**config.mk**
```make
export PLATFORM = sky130hd
export DESIGN_NAME = riscvTop
export DESIGN_NICKNAME = d
export VERILOG_FILES = /design/src/verilog/riscvPkg.sv /design/src/verilog/controlFsm.sv /design/src/verilog/dataCache.sv /design/src/verilog/execDatapath.sv /design/src/verilog/progCounter.sv /design/src/verilog/riscvTop.sv
export VERILOG_INCLUDE_DIRS = /design/src /design/src/verilog
export SDC_FILE = /design/constraint.sdc
export NUM_CORES = 1
export LEC_CHECK = 0
export ABC_CLOCK_PERIOD_IN_PS = 8000
export BUFFER_PORTS_ARGS = -buffer_cell sky130_fd_sc_hd__buf_2
export CORE_MARGIN = 2
export CORE_UTILIZATION = 47
export CTS_CLUSTER_DIAMETER = 60
export DETAILED_ROUTE_END_ITERATION = 6
export HOLD_SLACK_MARGIN = 0.15
export MAX_ROUTING_LAYER = met4
export PLACE_DENSITY = 0.65
export SETUP_SLACK_MARGIN = 0.3
export SLEW_MARGIN = 25
export SYNTH_ARGS = -nofsm -noshare
export SYNTH_HDL_FRONTEND = slang
export SYNTH_SLANG_ARGS = --single-unit
```
**constraint.sdc**
```tcl
create_clock -name CLK -period 8 [get_ports CLK]
set_clock_uncertainty 0.2 [all_clocks]
set_input_delay 0.4 -clock CLK [delete_from_list [all_inputs] [get_ports CLK]]
set_output_delay 0.4 -clock CLK [all_outputs]
set_load 0.02 [all_outputs]
```
**src/verilog/riscvConfig.svh**
```systemverilog
`ifndef RISCV_CONFIG_SVH
`define RISCV_CONFIG_SVH

// first fetch address after reset
`define RISCV_RESET_PC 12'h000

// halt is jalr x0, 0(x1) with x1 at the halt return address
`define RISCV_HALT_INST 32'h00008067
`define RISCV_HALT_RA 32'h0000000c

// 16 one-word lines
`define RISCV_CACHE_INDEX_BITS 4

`endif

```
**src/verilog/riscvPkg.sv**
```systemverilog
`default_nettype none

package riscvPkg;

	typedef logic [31:0] wordT;
	typedef logic [4:0] regAddrT;
	// byte address into instruction memory
	typedef logic [11:0] iAddrT;
	// word address into data memory
	typedef logic [11:0] dAddrT;

	typedef enum logic [2:0] {
		stFetch,
		stDecode,
		stExecute,
		stMemory,
		stWriteBack,
		stHalted
	} cpuStateT;

	typedef enum logic [2:0] {aluAdd, aluSub, aluAnd, aluOr, aluSlt, aluEq} aluOpT;

	typedef enum logic [1:0] {immI, immS, immB, immJ} immSelT;

	typedef enum logic [1:0] {wbAlu, wbLoad, wbPc4} wbSelT;

endpackage

`default_nettype wire

```
**src/verilog/controlFsm.sv**
```systemverilog
`timescale 1ns/10ps
`default_nettype none
`include "riscvConfig.svh"

module controlFsm (
	input wire logic CLK,
	input wire logic rstN,
	input wire riscvPkg::wordT instr,
	input wire riscvPkg::wordT rfRd1,
	input wire logic cmpTrue,
	input wire logic stall,
	output logic irLoad,
	output logic opLoad,
	output riscvPkg::aluOpT aluOp,
	output logic aluSrcA,
	output logic aluSrcB,
	output riscvPkg::immSelT immSel,
	output riscvPkg::wbSelT wbSel,
	output logic rfWe,
	output logic memRead,
	output logic memWrite,
	output logic pcWrite,
	output logic pcSel,
	output logic retire,
	output logic halt
);

	localparam logic [6:0] OpReg = 7'b0110011;
	localparam logic [6:0] OpImm = 7'b0010011;
	localparam logic [6:0] OpLoad = 7'b0000011;
	localparam logic [6:0] OpStore = 7'b0100011;
	localparam logic [6:0] OpBranch = 7'b1100011;
	localparam logic [6:0] OpJal = 7'b1101111;

	riscvPkg::cpuStateT state;
	riscvPkg::cpuStateT nextState;
	logic [6:0] opcode;
	logic [2:0] funct3;
	logic isLoad;
	logic isStore;
	logic isBranch;
	logic isJal;
	logic isHalt;
	logic branchTaken;

	assign opcode = instr[6:0];
	assign funct3 = instr[14:12];
	assign isLoad = (opcode == OpLoad);
	assign isStore = (opcode == OpStore);
	assign isBranch = (opcode == OpBranch);
	assign isJal = (opcode == OpJal);
	assign isHalt = (instr == `RISCV_HALT_INST) && (rfRd1 == `RISCV_HALT_RA);
	// funct3[0] set means bne
	assign branchTaken = funct3[0] ? !cmpTrue : cmpTrue;

	always_ff @(posedge CLK) begin
		if (!rstN) begin
			state <= riscvPkg::stFetch;
		end else begin
			state <= nextState;
		end
	end

	always_comb begin
		nextState = state;
		case (state)
			riscvPkg::stFetch: nextState = riscvPkg::stDecode;
			riscvPkg::stDecode: begin
				if (isHalt) begin
					nextState = riscvPkg::stHalted;
				end else begin
					nextState = riscvPkg::stExecute;
				end
			end
			riscvPkg::stExecute: begin
				if (isBranch) begin
					nextState = riscvPkg::stFetch;
				end else if (isLoad || isStore) begin
					nextState = riscvPkg::stMemory;
				end else begin
					nextState = riscvPkg::stWriteBack;
				end
			end
			riscvPkg::stMemory: begin
				// wait out a cache fill
				if (!stall) begin
					nextState = isLoad ? riscvPkg::stWriteBack : riscvPkg::stFetch;
				end
			end
			riscvPkg::stWriteBack: nextState = riscvPkg::stFetch;
			default: nextState = riscvPkg::stHalted;
		endcase
	end

	// operand and immediate selects follow the opcode
	always_comb begin
		aluSrcA = 1'b0;
		aluSrcB = 1'b1;
		aluOp = riscvPkg::aluAdd;
		immSel = riscvPkg::immI;
		wbSel = riscvPkg::wbAlu;
		case (opcode)
			OpReg: begin
				aluSrcB = 1'b0;
				case (funct3)
					3'b000: aluOp = instr[30] ? riscvPkg::aluSub : riscvPkg::aluAdd;
					3'b010: aluOp = riscvPkg::aluSlt;
					3'b110: aluOp = riscvPkg::aluOr;
					3'b111: aluOp = riscvPkg::aluAnd;
					default: aluOp = riscvPkg::aluAdd;
				endcase
			end
			OpLoad: wbSel = riscvPkg::wbLoad;
			OpStore: immSel = riscvPkg::immS;
			OpBranch: begin
				aluSrcB = 1'b0;
				aluOp = riscvPkg::aluEq;
				immSel = riscvPkg::immB;
			end
			OpJal: begin
				aluSrcA = 1'b1;
				immSel = riscvPkg::immJ;
				wbSel = riscvPkg::wbPc4;
			end
			default: aluOp = riscvPkg::aluAdd;
		endcase
		// decode uses the ALU for pc + imm, kept as the target
		if (state == riscvPkg::stDecode) begin
			aluSrcA = 1'b1;
			aluSrcB = 1'b1;
			aluOp = riscvPkg::aluAdd;
		end
	end

	assign irLoad = (state == riscvPkg::stDecode);
	assign opLoad = (state == riscvPkg::stDecode);
	assign memRead = (state == riscvPkg::stMemory) && isLoad;
	assign memWrite = (state == riscvPkg::stMemory) && isStore;
	assign rfWe = (state == riscvPkg::stWriteBack);
	assign halt = (state == riscvPkg::stHalted);

	// last state of every instruction moves the pc
	always_comb begin
		retire = 1'b0;
		pcSel = 1'b0;
		case (state)
			riscvPkg::stExecute: begin
				retire = isBranch;
				pcSel = branchTaken;
			end
			riscvPkg::stMemory: retire = isStore && !stall;
			riscvPkg::stWriteBack: begin
				retire = 1'b1;
				pcSel = isJal;
			end
			default: retire = 1'b0;
		endcase
	end

	assign pcWrite = retire;

endmodule

`default_nettype wire

```
**src/verilog/dataCache.sv**
```systemverilog
`timescale 1ns/10ps
`default_nettype none
`include "riscvConfig.svh"

module dataCache (
	input wire logic CLK,
	input wire logic rstN,
	input wire logic memRead,
	input wire logic memWrite,
	input wire riscvPkg::dAddrT addr,
	input wire riscvPkg::wordT wdata,
	input wire riscvPkg::wordT dMemRdata,
	output riscvPkg::wordT rdata,
	output logic stall,
	output logic dMemCsn,
	output logic dMemWen,
	output riscvPkg::dAddrT dMemAddr,
	output riscvPkg::wordT dMemWdata
);

	localparam int IndexBits = `RISCV_CACHE_INDEX_BITS;
	localparam int TagBits = 12 - IndexBits;
	localparam int Lines = 1 << IndexBits;

	logic valid [Lines];
	logic [TagBits-1:0] tags [Lines];
	riscvPkg::wordT words [Lines];

	logic [IndexBits-1:0] index;
	logic [TagBits-1:0] tag;
	logic hit;
	logic missRead;
	logic fillPending;

	assign index = addr[IndexBits-1:0];
	assign tag = addr[11:IndexBits];
	assign hit = valid[index] && (tags[index] == tag);

	// a miss issues the read now, data lands next cycle
	assign missRead = memRead && !hit && !fillPending;
	assign stall = missRead || fillPending;

	always_ff @(posedge CLK) begin
		if (!rstN) begin
			fillPending <= 1'b0;
		end else begin
			fillPending <= missRead;
		end
	end

	always_ff @(posedge CLK) begin
		if (!rstN) begin
			for (int i = 0; i < Lines; i++) begin
				valid[i] <= 1'b0;
			end
		end else if (fillPending) begin
			valid[index] <= 1'b1;
		end
	end

	always_ff @(posedge CLK) begin
		if (fillPending) begin
			tags[index] <= tag;
			words[index] <= dMemRdata;
		end else if (memWrite && hit) begin
			// no write allocate, only a hit line is refreshed
			words[index] <= wdata;
		end
	end

	assign rdata = words[index];

	// every write goes straight through to memory
	assign dMemCsn = !(missRead || memWrite);
	assign dMemWen = !memWrite;
	assign dMemAddr = addr;
	assign dMemWdata = wdata;

endmodule

`default_nettype wire

```
**src/verilog/execDatapath.sv**
```systemverilog
`timescale 1ns/10ps
`default_nettype none

module execDatapath (
	input wire logic CLK,
	input wire logic rstN,
	input wire logic irLoad,
	input wire logic opLoad,
	input wire riscvPkg::wordT iMemRdata,
	input wire riscvPkg::iAddrT pc,
	input wire riscvPkg::wordT rfRd1,
	input wire riscvPkg::wordT rfRd2,
	input wire riscvPkg::aluOpT aluOp,
	input wire logic aluSrcA,
	input wire logic aluSrcB,
	input wire riscvPkg::immSelT immSel,
	input wire riscvPkg::wbSelT wbSel,
	input wire riscvPkg::wordT loadData,
	input wire logic rfWe,
	output riscvPkg::wordT instr,
	output riscvPkg::regAddrT rfRa1,
	output riscvPkg::regAddrT rfRa2,
	output riscvPkg::regAddrT rfWa,
	output riscvPkg::wordT rfWd,
	output riscvPkg::wordT storeData,
	output riscvPkg::dAddrT memAddr,
	output riscvPkg::iAddrT target,
	output logic cmpTrue,
	output riscvPkg::wordT outputPort
);

	riscvPkg::wordT ir;
	riscvPkg::wordT opA;
	riscvPkg::wordT opB;
	riscvPkg::wordT imm;
	riscvPkg::wordT aluA;
	riscvPkg::wordT aluB;
	riscvPkg::wordT aluOut;
	riscvPkg::wordT result;
	riscvPkg::wordT pcPlus4;

	// memory data is live in decode, the register holds it afterwards
	assign instr = irLoad ? iMemRdata : ir;

	always_ff @(posedge CLK) begin
		if (irLoad) begin
			ir <= iMemRdata;
		end
		if (opLoad) begin
			opA <= rfRd1;
			opB <= rfRd2;
		end
		// reloaded every cycle, inputs stay put after decode
		result <= aluOut;
	end

	assign rfRa1 = instr[19:15];
	assign rfRa2 = instr[24:20];
	assign rfWa = instr[11:7];

	always_comb begin
		case (immSel)
			riscvPkg::immS: imm = {{20{instr[31]}}, instr[31:25], instr[11:7]};
			riscvPkg::immB: begin
				imm = {{19{instr[31]}}, instr[31], instr[7], instr[30:25], instr[11:8], 1'b0};
			end
			riscvPkg::immJ: begin
				imm = {{11{instr[31]}}, instr[31], instr[19:12], instr[20], instr[30:21], 1'b0};
			end
			default: imm = {{20{instr[31]}}, instr[31:20]};
		endcase
	end

	assign aluA = aluSrcA ? {20'd0, pc} : opA;
	assign aluB = aluSrcB ? imm : opB;

	always_comb begin
		case (aluOp)
			riscvPkg::aluSub: aluOut = aluA - aluB;
			riscvPkg::aluAnd: aluOut = aluA & aluB;
			riscvPkg::aluOr: aluOut = aluA | aluB;
			riscvPkg::aluSlt: aluOut = {31'd0, $signed(aluA) < $signed(aluB)};
			riscvPkg::aluEq: aluOut = {31'd0, aluA == aluB};
			default: aluOut = aluA + aluB;
		endcase
	end

	assign cmpTrue = aluOut[0];

	// result holds pc + imm from decode through a branch execute
	assign target = result[11:0];
	assign memAddr = result[13:2];
	assign storeData = opB;

	assign pcPlus4 = {20'd0, pc + 12'd4};

	always_comb begin
		case (wbSel)
			riscvPkg::wbLoad: rfWd = loadData;
			riscvPkg::wbPc4: rfWd = pcPlus4;
			default: rfWd = result;
		endcase
	end

	always_ff @(posedge CLK) begin
		if (!rstN) begin
			outputPort <= '0;
		end else if (rfWe) begin
			outputPort <= rfWd;
		end
	end

endmodule

`default_nettype wire

```
**src/verilog/progCounter.sv**
```systemverilog
`timescale 1ns/10ps
`default_nettype none
`include "riscvConfig.svh"

module progCounter (
	input wire logic CLK,
	input wire logic rstN,
	input wire logic pcWrite,
	input wire logic pcSel,
	input wire riscvPkg::iAddrT target,
	input wire logic retire,
	output riscvPkg::iAddrT pc,
	output riscvPkg::wordT numInst
);

	riscvPkg::iAddrT nextPc;

	// pcSel picks the branch or jump target
	assign nextPc = pcSel ? target : pc + 12'd4;

	always_ff @(posedge CLK) begin
		if (!rstN) begin
			pc <= `RISCV_RESET_PC;
		end else if (pcWrite) begin
			pc <= nextPc;
		end
	end

	// retired instruction count
	always_ff @(posedge CLK) begin
		if (!rstN) begin
			numInst <= '0;
		end else if (retire) begin
			numInst <= numInst + 32'd1;
		end
	end

endmodule

`default_nettype wire

```
**src/verilog/riscvTop.sv**
```systemverilog
`timescale 1ns/10ps
`default_nettype none

module riscvTop (
	input wire logic CLK,
	input wire logic rstN,
	output logic iMemCsn,
	output riscvPkg::iAddrT iMemAddr,
	input wire riscvPkg::wordT iMemRdata,
	output logic dMemCsn,
	output riscvPkg::dAddrT dMemAddr,
	output riscvPkg::wordT dMemWdata,
	output logic dMemWen,
	output logic [3:0] dMemBe,
	input wire riscvPkg::wordT dMemRdata,
	output logic rfWe,
	output riscvPkg::regAddrT rfRa1,
	output riscvPkg::regAddrT rfRa2,
	output riscvPkg::regAddrT rfWa,
	output riscvPkg::wordT rfWd,
	input wire riscvPkg::wordT rfRd1,
	input wire riscvPkg::wordT rfRd2,
	output logic halt,
	output riscvPkg::wordT numInst,
	output riscvPkg::wordT outputPort
);

	riscvPkg::wordT instr;
	riscvPkg::wordT loadData;
	riscvPkg::wordT storeData;
	riscvPkg::dAddrT memAddr;
	riscvPkg::iAddrT pc;
	riscvPkg::iAddrT target;
	riscvPkg::aluOpT aluOp;
	riscvPkg::immSelT immSel;
	riscvPkg::wbSelT wbSel;
	logic irLoad;
	logic opLoad;
	logic aluSrcA;
	logic aluSrcB;
	logic memRead;
	logic memWrite;
	logic pcWrite;
	logic pcSel;
	logic retire;
	logic cmpTrue;
	logic stall;

	// word accesses only
	assign dMemBe = 4'b1111;
	// instruction fetch stops once halted
	assign iMemCsn = halt;
	assign iMemAddr = pc;

	controlFsm ctrl0 (
		.CLK(CLK), .rstN(rstN), .instr(instr), .rfRd1(rfRd1), .cmpTrue(cmpTrue),
		.stall(stall), .irLoad(irLoad), .opLoad(opLoad), .aluOp(aluOp),
		.aluSrcA(aluSrcA), .aluSrcB(aluSrcB), .immSel(immSel), .wbSel(wbSel),
		.rfWe(rfWe), .memRead(memRead), .memWrite(memWrite), .pcWrite(pcWrite),
		.pcSel(pcSel), .retire(retire), .halt(halt)
	);

	progCounter pc0 (
		.CLK(CLK), .rstN(rstN), .pcWrite(pcWrite), .pcSel(pcSel), .target(target),
		.retire(retire), .pc(pc), .numInst(numInst)
	);

	execDatapath dp0 (
		.CLK(CLK), .rstN(rstN), .irLoad(irLoad), .opLoad(opLoad),
		.iMemRdata(iMemRdata), .pc(pc), .rfRd1(rfRd1), .rfRd2(rfRd2),
		.aluOp(aluOp), .aluSrcA(aluSrcA), .aluSrcB(aluSrcB), .immSel(immSel),
		.wbSel(wbSel), .loadData(loadData), .rfWe(rfWe), .instr(instr),
		.rfRa1(rfRa1), .rfRa2(rfRa2), .rfWa(rfWa), .rfWd(rfWd),
		.storeData(storeData), .memAddr(memAddr), .target(target),
		.cmpTrue(cmpTrue), .outputPort(outputPort)
	);

	dataCache cache0 (
		.CLK(CLK), .rstN(rstN), .memRead(memRead), .memWrite(memWrite),
		.addr(memAddr), .wdata(storeData), .dMemRdata(dMemRdata), .rdata(loadData),
		.stall(stall), .dMemCsn(dMemCsn), .dMemWen(dMemWen), .dMemAddr(dMemAddr),
		.dMemWdata(dMemWdata)
	);

endmodule

`default_nettype wire
```
==> impl_results.md <==
* Outcome: complete, no violations
* Post-DR vias/cell at 6.03
* Peak ir drop on the vdd network at 0.200 mV
* Area of combinational cells with multiple inputs at 13700 sq um
* Largest family of logic cells by synthesized area: multiplexers
* Post-Synth Simple-Gate Area at under 10%
* Clock tree buffer depth at 3
* DRC violations left at 0
* Total number of nets in the final design at 3438
* Die H at 293 um
* Critical path data required time at 8.36 ns
* Unrepaired setup endpoints after global routing: false
* Global-route wire length before repair at approximately 170 mm
* Most frequent standard cell in the layout excluding fill and tap cells: sky130_fd_sc_hd__edfxtp_1
* Number of setup violations in the final report at 0
* Per-cell routed wire length at 27.0 um
* Synthesized flop and latch total at 864
* Crit path arrival time at 7.48 ns
* Share of the synthesized netlist area taken by xor and xnor gates at under 10%
* First DRT Iteration DRCs at 2815
* Complex-gate fraction of the synthesized area at under 10%
* Min-delay src: dMemRdata[1]
* Via count at between 20000 and 30000
* Relative area change from synthesis to final layout at 17.5%
* GR Util All Layers at 28.1%
* RePlAce Congestion at around 0.95
* Setup total negative slack at 0 ns
* Ratio of cells with drive above 1 in the final layout at about a quarter
* Post-Syn Area per Cell at between 10 and 15 sq um
* Portion of the post-synthesis area used by sequential elements at 61.9%
* Normalized max-slew margin at 26.6%
* Initial antenna violation count at 5
* Multiplexer fraction of the synthesized cell area at between 10% and 20%
* Element type at the critical path end: flip-flop
* Vias in the first global route at 26300
* Die X-Extent at 293 um
* Placed instance area at 41900 sq um
* Tightest Hold Check Type: in -> reg
* Cell count after synthesis at ~2800
* Main synth FF type: sky130_fd_sc_hd__edfxtp_1
* Area occupied by registers at 24400 sq um
* Actual transition at the worst max-transition pin at around 1.1 ns
* Cell area after synthesis at 39300 sq um
* Share of the clock period used by the worst path at 89.0%
* Final-layout fill cell count at 6680
* I/O Pins at about 310
* Number of pins exceeding their max-slew limit in the final report at 0
* Fraction of registers with async set/reset at 0%
* Post-detailed-routing wire length at ~120 mm
* Area inside the core boundary at 83300 sq um
* Clock transition at the registers of the reported paths at 0.06 ns
* Fraction of the mapped netlist area in adder cells at between 3 and 4%
* Pre-antenna DRT Iters at 6
* Commonest non-fill, non-tap cells in the layout: sky130_fd_sc_hd__edfxtp_1, sky130_fd_sc_hd__buf_2, sky130_fd_sc_hd__nand2_1
* Start point of the critical path: ctrl0.state[0]
* Min cycle time layout at approximately 7.1 ns
* Max Cap Violations at 0
* Number of unique standard cell types used by synthesis at 84
* Total half-perimeter wirelength after legalization and detailed placement at about 77 mm
* Count of H-tree levels built during CTS at 3
* PwrDens at approximately 330 nW/um^2
* EDFF count, synth at 704
* Category of the worst setup path launch point: flip-flop
* TritonCTS Sinks at around 860
* Number of warnings reported in the yosys synthesis log at 0
* Worst-path maximum fanout at 32
* Number of nets still failing antenna checks after routing at 0
* Area of all placed cells without fillers at 46200 sq um
* Effective utilization at floorplan at a little under half
* Leakage power summed over all cells at approximately 17 nW
* Final hold viol count at 0
* Remaining global-route overflow at 0
* Fmax at about 0.14 GHz
* Critical register-to-register path startpoint: ctrl0.state[0]
* Clock root buffer: sky130_fd_sc_hd__clkbuf_16
* Inserted Clock Buffers at 93
* Start-to-end type of the worst setup path: reg -> reg
* Largest net degree at the start of global routing at 86
* Port Buffers at 301
* Worst skew pair latency at 0.69 ns
* Number of placement rows at 106
* TritonCTS clock tree: done
* Floorplan die area at 86000 sq um
==> kinds of logic (layout without fill, tap and decap cells) <==
kind of cell	Yosys count	count (layout)
buffers and inverters	327	790
AO/OA/AOI/OAI	450	450
adder cells (fa/ha/maj)	102	102
multiplexers	309	309
AND/OR/NAND/NOR	713	713
XOR/XNOR	53	53
other	1	7
flip-flops	864	864
==> worst paths after layout <==
path | slack [ns] | endpoint | cells past startpoint
hold / removal | 0.16 | cache0.words[7][1] | 2
hold reg to reg | 0.26 | dp0.outputPort[5] | 2
setup / recovery | 0.88 | pc0.pc[4] | 19
setup reg to reg | 0.88 | pc0.pc[4] | 19
==> flip-flops by register name, summed over array words and instances, names as in the netlist <==
register / count
cache0.valid: 16
dp0.outputPort: 32
pc0.pc: 12
pc0.numInst: 32
dp0.opA: 32
cache0.words: 512
dp0.result: 32
cache0.tags: 128
dp0.ir: 32
dp0.storeData: 32
ctrl0.state: 3
cache0.fillPending: 1
==> cell usage after synthesis (20+ instances only) <==
library cell | instances | area, sq um
sky130_fd_sc_hd__a21o_1 | 21 | 158
sky130_fd_sc_hd__ha_1 | 100 | 1250
sky130_fd_sc_hd__clkbuf_1 | 105 | 394
sky130_fd_sc_hd__nor4_1 | 24 | 150
sky130_fd_sc_hd__a21oi_1 | 119 | 596
sky130_fd_sc_hd__nor2_1 | 232 | 871
sky130_fd_sc_hd__o21ai_0 | 99 | 495
sky130_fd_sc_hd__buf_4 | 36 | 270
sky130_fd_sc_hd__buf_1 | 21 | 78.8
sky130_fd_sc_hd__buf_2 | 22 | 110
sky130_fd_sc_hd__edfxtp_1 | 704 | 21100
sky130_fd_sc_hd__mux2_2 | 63 | 709
sky130_fd_sc_hd__nand2_1 | 216 | 811
sky130_fd_sc_hd__nand3_1 | 50 | 250
sky130_fd_sc_hd__and3_1 | 21 | 131
sky130_fd_sc_hd__mux2i_1 | 54 | 541
sky130_fd_sc_hd__inv_1 | 138 | 518
sky130_fd_sc_hd__mux4_2 | 188 | 4230
sky130_fd_sc_hd__xnor2_1 | 24 | 210
sky130_fd_sc_hd__nand4_1 | 20 | 125
sky130_fd_sc_hd__o21a_1 | 25 | 188
sky130_fd_sc_hd__o211ai_1 | 25 | 188
sky130_fd_sc_hd__nor3_1 | 47 | 235
sky130_fd_sc_hd__dfxtp_1 | 160 | 3200
sky130_fd_sc_hd__xor2_1 | 29 | 254
==> routing by layer <==
metal / vias to the layer above / global-route usage [%] / share of wire [%]
li1: 11500 / - / -
met5: - / - / 0
met1: 13300 / 36.1 / 39
met2: 1316 / 44.4 / 48
met3: 227 / 5.08 / 8.5
met4: 0 / 11.5 / 4.6
==> cell type report <==
cell class / count / area share [%]
diodes: 3 / 0.0162
clock buffers: 120 / 5.39
clock inverters: 54 / 1.21
inverters: 139 / 1.16
multi-input cells: 1631 / 29.8
flip-flops and latches: 864 / 52.7
well taps: 1080 / 2.92
repair buffers: 477 / 6.83
==> through the flow <==
stage          instances  utilization [%]  power, mW  worst slack, ns  hold slack, ns
2_1_floorplan       2822                -       9.30             1.15           0.233
3_3_place_gp        4069             50.3       10.8             1.16           0.243
3_5_place_dp        4069             50.3       10.9            0.986           0.251
4_1_cts             4364             55.4       15.2            0.966           0.159
5_1_grt             4367             55.5       15.8            0.619           0.178
6_report            4368             55.5       15.2            0.880           0.162
==> critical path, stage by stage (launching register included) <==
cell and delay (ns):
sky130_fd_sc_hd__dfxtp_1 0.58, sky130_fd_sc_hd__or3b_1 0.51, sky130_fd_sc_hd__buf_4 0.26, sky130_fd_sc_hd__a21oi_1 0.27
sky130_fd_sc_hd__a221o_1 0.21, sky130_fd_sc_hd__nor2_1 0.05, sky130_fd_sc_hd__buf_4 0.20, sky130_fd_sc_hd__nor2_2 0.12
sky130_fd_sc_hd__buf_4 0.40, sky130_fd_sc_hd__mux2_2 0.42, sky130_fd_sc_hd__ha_1 0.45, sky130_fd_sc_hd__or4b_1 0.52
sky130_fd_sc_hd__or3_1 0.36, sky130_fd_sc_hd__a31oi_1 0.29, sky130_fd_sc_hd__nor2_1 0.16, sky130_fd_sc_hd__o2111a_1 0.37
sky130_fd_sc_hd__or4_4 0.52, sky130_fd_sc_hd__a31oi_4 0.61, sky130_fd_sc_hd__mux2_2 0.41, sky130_fd_sc_hd__o31ai_1 0.06
==> report_power, final <==
part	leakage (nW)	switching, mW	internal, mW
sequential	7.67	0.300	5.19
combinational	7.52	3.25	2.17
clock	1.47	1.84	2.43
total	16.7	5.39	9.79
==> timing repair <==
item,CTS,global route
buffers inserted,0,0
gates resized for setup,0,0
endpoints found under the hold margin,480,0
hold buffers,121,0
Note: power is estimated with default switching activity, not from simulation.
